### src/hw/store_buffer_pkg.sv
`default_nettype none

package store_buffer_pkg;

  localparam int ADDR_W      = 32;              // Byte address.
  localparam int WORD_ADDR_W = ADDR_W - 2;      // Word address, byte offset dropped.
  localparam int DATA_W      = 32;
  localparam int MASK_W      = 4;               // One bit per byte lane.
  localparam int ENTRY_W     = WORD_ADDR_W + MASK_W + DATA_W;

  // Entry layout, data low, then mask, then word address.
  localparam int ENTRY_DATA_LSB = 0;
  localparam int ENTRY_MASK_LSB = ENTRY_DATA_LSB + DATA_W;
  localparam int ENTRY_ADDR_LSB = ENTRY_MASK_LSB + MASK_W;

  typedef logic [ADDR_W-1:0]      byte_addr_t;
  typedef logic [WORD_ADDR_W-1:0] word_addr_t;
  typedef logic [DATA_W-1:0]      word_t;
  typedef logic [MASK_W-1:0]      byte_mask_t;
  typedef logic [ENTRY_W-1:0]     entry_t;

  typedef logic [1:0] size_t;
  localparam size_t SIZE_BYTE = 2'd0;
  localparam size_t SIZE_HALF = 2'd1;
  localparam size_t SIZE_WORD = 2'd2;           // Code 3 is handled as a word.

  typedef enum logic {
    DRAIN_IDLE,                                 // Waiting for a head entry.
    DRAIN_BUSY                                  // Write issued, waiting for done.
  } drain_state_t;

  // Halfwords need an even address, words a multiple of four.
  function automatic logic is_misaligned(size_t size, logic [1:0] offset);
    case (size)
      SIZE_BYTE: return 1'b0;
      SIZE_HALF: return offset[0];
      default:   return |offset;
    endcase
  endfunction

  // Byte lanes touched by an aligned access.
  function automatic byte_mask_t lane_mask(size_t size, logic [1:0] offset);
    byte_mask_t base;
    case (size)
      SIZE_BYTE: base = 4'b0001;
      SIZE_HALF: base = 4'b0011;
      default:   base = 4'b1111;
    endcase
    return base << offset;                      // Move to the addressed lane.
  endfunction

endpackage

`default_nettype wire

### src/hw/fifo_sync.sv
`timescale 1ns/1ps
`default_nettype none

module fifo_sync #(
  parameter int DEPTH = 4,                      // 2, 4, 8 or 16.
  parameter int WIDTH = 32
) (
  input  wire logic             clk,
  input  wire logic             rest,
  input  wire logic             flush,
  input  wire logic             write,
  input  wire logic             read,
  input  wire logic [WIDTH-1:0] write_data,
  output logic                  full,
  output logic                  empty,
  output logic                  half,
  output logic [WIDTH-1:0]      read_data,
  output logic [WIDTH-1:0]      all_data [DEPTH-1:0],
  output logic [DEPTH-1:0]      slot_valid
);

  localparam int PTR_W = $clog2(DEPTH) + 1;     // Extra bit tells full from empty.
  localparam int IDX_W = PTR_W - 1;

  logic [WIDTH-1:0] mem [DEPTH-1:0];
  logic [PTR_W-1:0] front;                      // Read pointer.
  logic [PTR_W-1:0] rear;                       // Write pointer.
  logic [PTR_W-1:0] count;
  logic             do_write;
  logic             do_read;

  assign count = rear - front;
  assign empty = (front == rear);
  // Same index, other lap. A read in this cycle frees a slot for the write.
  assign full  = (front[PTR_W-1] != rear[PTR_W-1]) &&
                 (front[IDX_W-1:0] == rear[IDX_W-1:0]) && !read;
  assign half  = (count >= PTR_W'(DEPTH / 2));

  assign do_write = write && !full;             // Write while full is dropped.
  assign do_read  = read && !empty;             // Pop on empty is dropped.

  assign read_data = mem[front[IDX_W-1:0]];     // Head entry.

  // Pointers. Flush wins over both write and read.
  always_ff @(posedge clk or negedge rest) begin
    if (!rest) begin
      front <= '0;
      rear  <= '0;
    end else if (flush) begin
      front <= '0;
      rear  <= '0;
    end else begin
      if (do_write) rear <= rear + 1'b1;
      if (do_read) front <= front + 1'b1;
    end
  end

  always_ff @(posedge clk) begin
    if (do_write) mem[rear[IDX_W-1:0]] <= write_data;
  end

  // All slots out, for lookups over the whole buffer.
  always_comb begin
    for (int i = 0; i < DEPTH; i++) begin
      all_data[i] = mem[i];
    end
  end

  // A slot holds live data when it lies between read and write pointer.
  always_comb begin
    logic [IDX_W-1:0] offset;
    offset = '0;
    for (int i = 0; i < DEPTH; i++) begin
      offset        = IDX_W'(i) - front[IDX_W-1:0];  // Distance from head, mod DEPTH.
      slot_valid[i] = ({1'b0, offset} < count);
    end
  end

endmodule

`default_nettype wire

### src/hw/store_accept.sv
`timescale 1ns/1ps
`default_nettype none

module store_accept (
  input  wire logic                        store_valid,
  input  wire store_buffer_pkg::byte_addr_t store_addr,
  input  wire store_buffer_pkg::size_t      store_size,
  input  wire store_buffer_pkg::word_t      store_data,
  input  wire logic                        full,
  output logic                             store_ready,
  output logic                             store_misaligned,
  output logic                             entry_write,
  output store_buffer_pkg::entry_t         entry_data
);

  import store_buffer_pkg::*;

  logic [1:0] offset;                           // Byte offset within the word.
  logic       misaligned;
  byte_mask_t mask;
  word_t      lane_data;
  word_addr_t word_addr;

  assign offset    = store_addr[1:0];
  assign word_addr = store_addr[ADDR_W-1:2];

  assign misaligned = is_misaligned(store_size, offset);
  assign mask       = lane_mask(store_size, offset);
  assign lane_data  = store_data << {offset, 3'b000};  // Offset times 8.

  // Core may strobe only while there is room.
  assign store_ready = !full;

  // Flag lasts exactly the strobe cycle.
  assign store_misaligned = store_valid && misaligned;
  assign entry_write      = store_valid && !misaligned;

  // Pack the entry fields.
  always_comb begin
    entry_data = '0;
    entry_data[ENTRY_ADDR_LSB +: WORD_ADDR_W] = word_addr;
    entry_data[ENTRY_MASK_LSB +: MASK_W]      = mask;
    entry_data[ENTRY_DATA_LSB +: DATA_W]      = lane_data;
  end

endmodule

`default_nettype wire

### src/hw/load_forward.sv
`timescale 1ns/1ps
`default_nettype none

module load_forward #(
  parameter int DEPTH = 4
) (
  input  wire store_buffer_pkg::byte_addr_t load_addr,
  input  wire store_buffer_pkg::size_t      load_size,
  input  wire store_buffer_pkg::entry_t     all_data [DEPTH-1:0],
  input  wire logic [DEPTH-1:0]            slot_valid,
  output logic                             load_conflict,
  output logic                             load_hit,
  output store_buffer_pkg::word_t          load_data
);

  import store_buffer_pkg::*;

  localparam int CNT_W = $clog2(DEPTH + 1);    // Holds 0 to DEPTH.

  byte_mask_t       load_mask;
  word_addr_t       load_word;
  logic [DEPTH-1:0] match;                      // Entry overlaps the load.
  logic [CNT_W-1:0] match_count;
  byte_mask_t       match_mask;                 // Union of matching masks.
  word_t            match_data;                 // Union of matching data.

  assign load_word = load_addr[ADDR_W-1:2];

  // A misaligned load touches no lane, so it never conflicts.
  assign load_mask = is_misaligned(load_size, load_addr[1:0]) ? '0 :
                     lane_mask(load_size, load_addr[1:0]);

  // Compare the load against every live slot.
  always_comb begin
    for (int i = 0; i < DEPTH; i++) begin
      match[i] = slot_valid[i] &&
                 (all_data[i][ENTRY_ADDR_LSB +: WORD_ADDR_W] == load_word) &&
                 |(all_data[i][ENTRY_MASK_LSB +: MASK_W] & load_mask);
    end
  end

  // Count matches and merge their fields. One match leaves just its own.
  always_comb begin
    match_count = '0;
    match_mask  = '0;
    match_data  = '0;
    for (int i = 0; i < DEPTH; i++) begin
      match_count = match_count + CNT_W'(match[i]);
      match_mask  = match_mask | ({MASK_W{match[i]}} & all_data[i][ENTRY_MASK_LSB +: MASK_W]);
      match_data  = match_data | ({DATA_W{match[i]}} & all_data[i][ENTRY_DATA_LSB +: DATA_W]);
    end
  end

  assign load_conflict = (match_count != '0);

  // Forward only from a single entry that covers every load byte.
  assign load_hit  = (match_count == CNT_W'(1)) && ((match_mask & load_mask) == load_mask);
  assign load_data = load_hit ? match_data : '0;

endmodule

`default_nettype wire

### src/hw/store_drain.sv
`timescale 1ns/1ps
`default_nettype none

module store_drain (
  input  wire logic                    clk,
  input  wire logic                    rest,
  input  wire logic                    empty,
  input  wire store_buffer_pkg::entry_t read_data,
  input  wire logic                    mem_done,
  input  wire logic                    flush,
  output logic                         read,
  output logic                         mem_write,
  output store_buffer_pkg::word_addr_t mem_addr,
  output store_buffer_pkg::byte_mask_t mem_mask,
  output store_buffer_pkg::word_t      mem_data
);

  import store_buffer_pkg::*;

  drain_state_t state;
  entry_t       head_q;                         // Entry being written.
  logic         issue;

  // Start a write when idle with a head entry and no flush.
  assign issue = (state == DRAIN_IDLE) && !empty && !flush;

  // Done pops the head in the same cycle. Ignored when idle.
  assign read = (state == DRAIN_BUSY) && mem_done;

  always_ff @(posedge clk or negedge rest) begin
    if (!rest) begin
      state     <= DRAIN_IDLE;
      mem_write <= 1'b0;
    end else begin
      mem_write <= 1'b0;                        // Strobe lasts one cycle.
      case (state)
        DRAIN_IDLE: begin
          if (issue) begin
            state     <= DRAIN_BUSY;
            mem_write <= 1'b1;
          end
        end
        DRAIN_BUSY: begin
          if (mem_done) state <= DRAIN_IDLE;    // Back to idle at the pop.
        end
        default: state <= DRAIN_IDLE;
      endcase
    end
  end

  always_ff @(posedge clk) begin
    if (issue) head_q <= read_data;             // Latch head at issue.
  end

  assign mem_addr = head_q[ENTRY_ADDR_LSB +: WORD_ADDR_W];
  assign mem_mask = head_q[ENTRY_MASK_LSB +: MASK_W];
  assign mem_data = head_q[ENTRY_DATA_LSB +: DATA_W];

endmodule

`default_nettype wire

### src/hw/store_buffer_top.sv
`timescale 1ns/1ps
`default_nettype none

module store_buffer_top #(
  parameter int DEPTH = 4                       // 2, 4, 8 or 16 entries.
) (
  input  wire logic                        clk,
  input  wire logic                        rest,
  input  wire logic                        flush,
  input  wire logic                        store_valid,
  input  wire store_buffer_pkg::byte_addr_t store_addr,
  input  wire store_buffer_pkg::size_t      store_size,
  input  wire store_buffer_pkg::word_t      store_data,
  output logic                             store_ready,
  output logic                             store_misaligned,
  input  wire store_buffer_pkg::byte_addr_t load_addr,
  input  wire store_buffer_pkg::size_t      load_size,
  output logic                             load_conflict,
  output logic                             load_hit,
  output store_buffer_pkg::word_t          load_data,
  output logic                             mem_write,
  output store_buffer_pkg::word_addr_t     mem_addr,
  output store_buffer_pkg::byte_mask_t     mem_mask,
  output store_buffer_pkg::word_t          mem_data,
  input  wire logic                        mem_done
);

  import store_buffer_pkg::*;

  logic             full;
  logic             empty;
  logic             entry_write;
  entry_t           entry_data;                 // Aligned store into the FIFO.
  logic             read;                       // Pop from the drain.
  entry_t           head_entry;
  entry_t           all_data [DEPTH-1:0];
  logic [DEPTH-1:0] slot_valid;

  store_accept u_accept (
    .store_valid      (store_valid),
    .store_addr       (store_addr),
    .store_size       (store_size),
    .store_data       (store_data),
    .full             (full),
    .store_ready      (store_ready),
    .store_misaligned (store_misaligned),
    .entry_write      (entry_write),
    .entry_data       (entry_data)
  );

  fifo_sync #(
    .DEPTH (DEPTH),
    .WIDTH (ENTRY_W)
  ) u_fifo (
    .clk        (clk),
    .rest       (rest),
    .flush      (flush),
    .write      (entry_write),
    .read       (read),
    .write_data (entry_data),
    .full       (full),
    .empty      (empty),
    .half       (),                             // Not needed here.
    .read_data  (head_entry),
    .all_data   (all_data),
    .slot_valid (slot_valid)
  );

  load_forward #(
    .DEPTH (DEPTH)
  ) u_lookup (
    .load_addr     (load_addr),
    .load_size     (load_size),
    .all_data      (all_data),
    .slot_valid    (slot_valid),
    .load_conflict (load_conflict),
    .load_hit      (load_hit),
    .load_data     (load_data)
  );

  store_drain u_drain (
    .clk       (clk),
    .rest      (rest),
    .empty     (empty),
    .read_data (head_entry),
    .mem_done  (mem_done),
    .flush     (flush),
    .read      (read),
    .mem_write (mem_write),
    .mem_addr  (mem_addr),
    .mem_mask  (mem_mask),
    .mem_data  (mem_data)
  );

endmodule

`default_nettype wire

### config.mk
export PLATFORM = sky130hd
export DESIGN_NAME = store_buffer_top
export DESIGN_NICKNAME = d
export VERILOG_FILES = /design/src/hw/store_buffer_pkg.sv /design/src/hw/fifo_sync.sv /design/src/hw/store_accept.sv /design/src/hw/load_forward.sv /design/src/hw/store_drain.sv /design/src/hw/store_buffer_top.sv
export SDC_FILE = /design/constraint.sdc
export NUM_CORES = 1
export LEC_CHECK = 0
export ABC_AREA = 1
export BUFFER_PORTS_ARGS = -buffer_cell sky130_fd_sc_hd__buf_4
export CAP_MARGIN = 10
export CORE_MARGIN = 3
export CORE_UTILIZATION = 55
export CTS_CLUSTER_DIAMETER = 30
export CTS_CLUSTER_SIZE = 24
export DETAILED_ROUTE_END_ITERATION = 8
export PLACE_DENSITY = 0.85
export SLEW_MARGIN = 20
export SYNTH_ARGS = -nofsm -noshare
export SYNTH_HDL_FRONTEND = slang
export SYNTH_SLANG_ARGS = --single-unit
### constraint.sdc
create_clock -name clk -period 9.1 [get_ports clk]
set_input_delay 0 -clock clk [delete_from_list [all_inputs] [get_ports clk]]
set_output_delay 0 -clock clk [all_outputs]
set_load 0.01 [all_outputs]
==> impl_metrics.tcl <==
set metrics [dict create \
    status "completed" \
    first_global_vias 14100 \
    routed_wl_microns 52400 \
    drtAntennaViolNets 0 \
    power_density_mw_per_mm2 215 \
    met3_usage 0.0486 \
    overflow 0 \
    via_count 14500 \
    synth_edf_count 330 \
    cts_max_level 2 \
    synth_area_sq_mm 0.0167 \
    cp_max_fo 94 \
    n_antenna_cell 0 \
    ys_seq_area_frac 0.605 \
    grt_usage 0.314 \
    met2_usage 0.526 \
    ys_warn_count 0 \
    nFillCells 2000 \
    crit_type "register to output pin" \
    synthToLayoutAreaGrowth_pct 28.1 \
    drt-initial-drc-count 1865 \
    clock_sinks 338 \
    detailedRoute.firstPassIterationCount 6 \
    postCtsHoldBufs 64 \
    grt_pass1_wl_microns 79900 \
    syn_inst 1772 \
    clock_path_buffers 3 \
    fin_nets 2174 \
    drc 0 \
    min_path_type "input port to register" \
    dp_cells 2316 \
    ys_types 41 \
    fin_cells 2494 \
    cts.repair.resized 0 \
    avgSynthCellArea_sq_um 9.43 \
    clkTransAtPathRegs_ns 0.06 \
    synth_top_area_frac 0.593 \
    hold_viol_final 0 \
    dieHeight_microns 180 \
    core_area_sq_mm 0.0298 \
    ioPinCount 208 \
    rows 63 \
    dpl.hpwl_microns 34200 \
    fin_worst_skew_ns 0.0338 \
    start_util 0.561 \
    drive_gt1_frac 0.197 \
    max_cap_viol_count 0 \
    post_cts_buffers 0 \
    end_kind "output pin" \
    worst_ep_arrival_time_ns 6.67 \
    post-route-min-period_ns 6.67 \
    syn_nets 1894 \
    worst_slew_pin_slew_ns 1.07 \
    post-route-period-util 0.733 \
    die_width_microns 180 \
    grt_max_degree 119 \
    rsz0062_at_grt "false" \
    final-setup-viol-count 0 \
    mostFrequentLayoutCell "nand2_1" \
    port_buffers 207 \
    cts_tree "built" \
    relSlewSlack 0.286 \
    mostFrequentLayoutCells "nand2_1, edfxtp_1, nor2_1" \
    ir_drop_uv 176 \
    die_area_sq_mm 0.0325 \
    cts_buffers 60 \
    synthArstFlopShare 0.0237 \
    use_met1 0.416 \
    setup-tns-final_ns 0 \
    top_usage_layer "met2" \
    place_congestion 1.02 \
    required_ns 9.10 \
    clockRootBuffer "clkbuf_16" \
    synthTopCellsByArea "edfxtp_1, nand2_1, nor2_1, o21ai_0, inv_1" \
    synth_top_area_cell "edfxtp_1" \
    wl_per_cell_microns 21.0 \
    power.leakage_uw 0.00886 \
    synth_flop_cell "edfxtp_1" \
    antenna_found_initial 0 \
    synth-seq-cells 338 \
    drv_slew 0 \
    vias_per_cell 5.82 \
    fmax_mhz 150 \
    worstSetupStartpointType "register" \
    clk_latency_ns 0.59 \
]
critical path, stage by stage (launching register included):
cell and delay [ns]:
dfrtp_1 0.40, inv_2 0.05, buf_4 0.80, fa_1 0.56, inv_1 0.13, ha_1 0.24
inv_1 0.06, nor2_1 0.04, o211ai_1 0.26, nand3_1 0.12, nor2_1 0.13, nand2_1 0.07
inv_1 0.05, buf_4 0.36, ha_1 0.33, fa_1 0.40, ha_1 0.33, nor3_1 0.20
inv_1 0.05, nor2_1 0.12, nand3_2 0.80, nor2_2 0.37, buf_4 0.17
report_power, final:
| part | internal (uW) | switching, uW |
|---|---|---|
| registers | 1800 | 32.2 |
| clock network | 1500 | 842 |
| logic | 151 | 274 |
| total | 3450 | 1150 |
logic make-up (layout without fill, tap and decap cells):
kind of cell,after synthesis,in the layout,synth area share
and+or+nand+nor,862,862,0.212
DFF,338,338,0.605
AOI/OAI and AO/OA,298,298,0.0952
buffers and inverters,211,543,0.0497
xor gates and xnor gates,45,45,0.0240
adders and majority gates,17,17,0.0136
muxes,1,1,0.000599
per-stage QoR:
step,power [uW],hold WS (ns),area [sq um],utilization,setup slack [ns]
final,4600,0.0172,21400,0.718,2.43
after global routing,4710,0.0372,21400,0.718,2.10
after CTS,4590,0.00188,21400,0.718,2.48
after detailed placement,2250,-0.174,18600,0.625,3.17
after global placement,2240,-0.173,18600,0.625,3.40
after floorplan,2060,-0.296,16700,-,3.98
layout make-up:
class / count / area [sq um] / share of cell area
clock buffer: 65 / 1520 / 0.0710
clock inverter: 49 / 623 / 0.0291
inverter: 144 / 543 / 0.0254
multi-input combinational: 1223 / 5810 / 0.271
sequential: 338 / 10100 / 0.472
tap: 390 / 488 / 0.0228
timing repair buffer: 285 / 2310 / 0.108
routing by layer:
| metal | share of wire | vias to the layer above | wire length [microns] |
|---|---|---|---|
| met1 | 0.37 | 6764 | 19100 |
| met2 | 0.48 | 1043 | 25300 |
| met4 | 0.043 | 0 | 2230 |
| met5 | 0 | - | 0 |
| li1 | - | 6545 | - |
| met3 | 0.11 | 168 | 5750 |
state kept, by name, summed over array words and instances, names as in the netlist:
name,flops
u_fifo.mem,264
u_drain.head_q,66
u_fifo.front,3
u_fifo.rear,3
u_drain.mem_write,1
u_drain.state,1
cell usage after synthesis, types with 3 or more instances:
master / number
nand2_2: 3
o21ai_0: 169
o21ai_1: 4
edfxtp_1: 330
or2_2: 9
nor2_2: 33
nand3_2: 4
o22ai_1: 49
nor3_2: 4
xor2_1: 30
a22oi_1: 8
xnor2_1: 14
nand4_1: 14
buf_6: 3
dfrtp_1: 8
nor2_4: 4
nor2_1: 264
buf_1: 4
ha_1: 15
inv_2: 26
inv_1: 117
o211ai_1: 3
nand3_1: 38
clkbuf_1: 47
buf_2: 12
a21oi_1: 61
nor3_1: 8
nand2_1: 475
worst paths after layout:
check,startpoint,end,slack [ns],cells past startpoint
worst max register to register,u_fifo.front[1],u_fifo.mem[0][39],4.72,7
worst max-delay path,u_fifo.front[1],load_data[5],2.43,22
worst min-delay path,store_data[11],u_fifo.mem[1][19],0.02,3
worst min register to register,u_fifo.rear[2],u_fifo.rear[2],0.51,1
max in group asynchronous,rest,u_fifo.front[0],8.34,3
min in group asynchronous,rest,u_fifo.front[2],0.44,3
(Power assumes the default switching activity.)
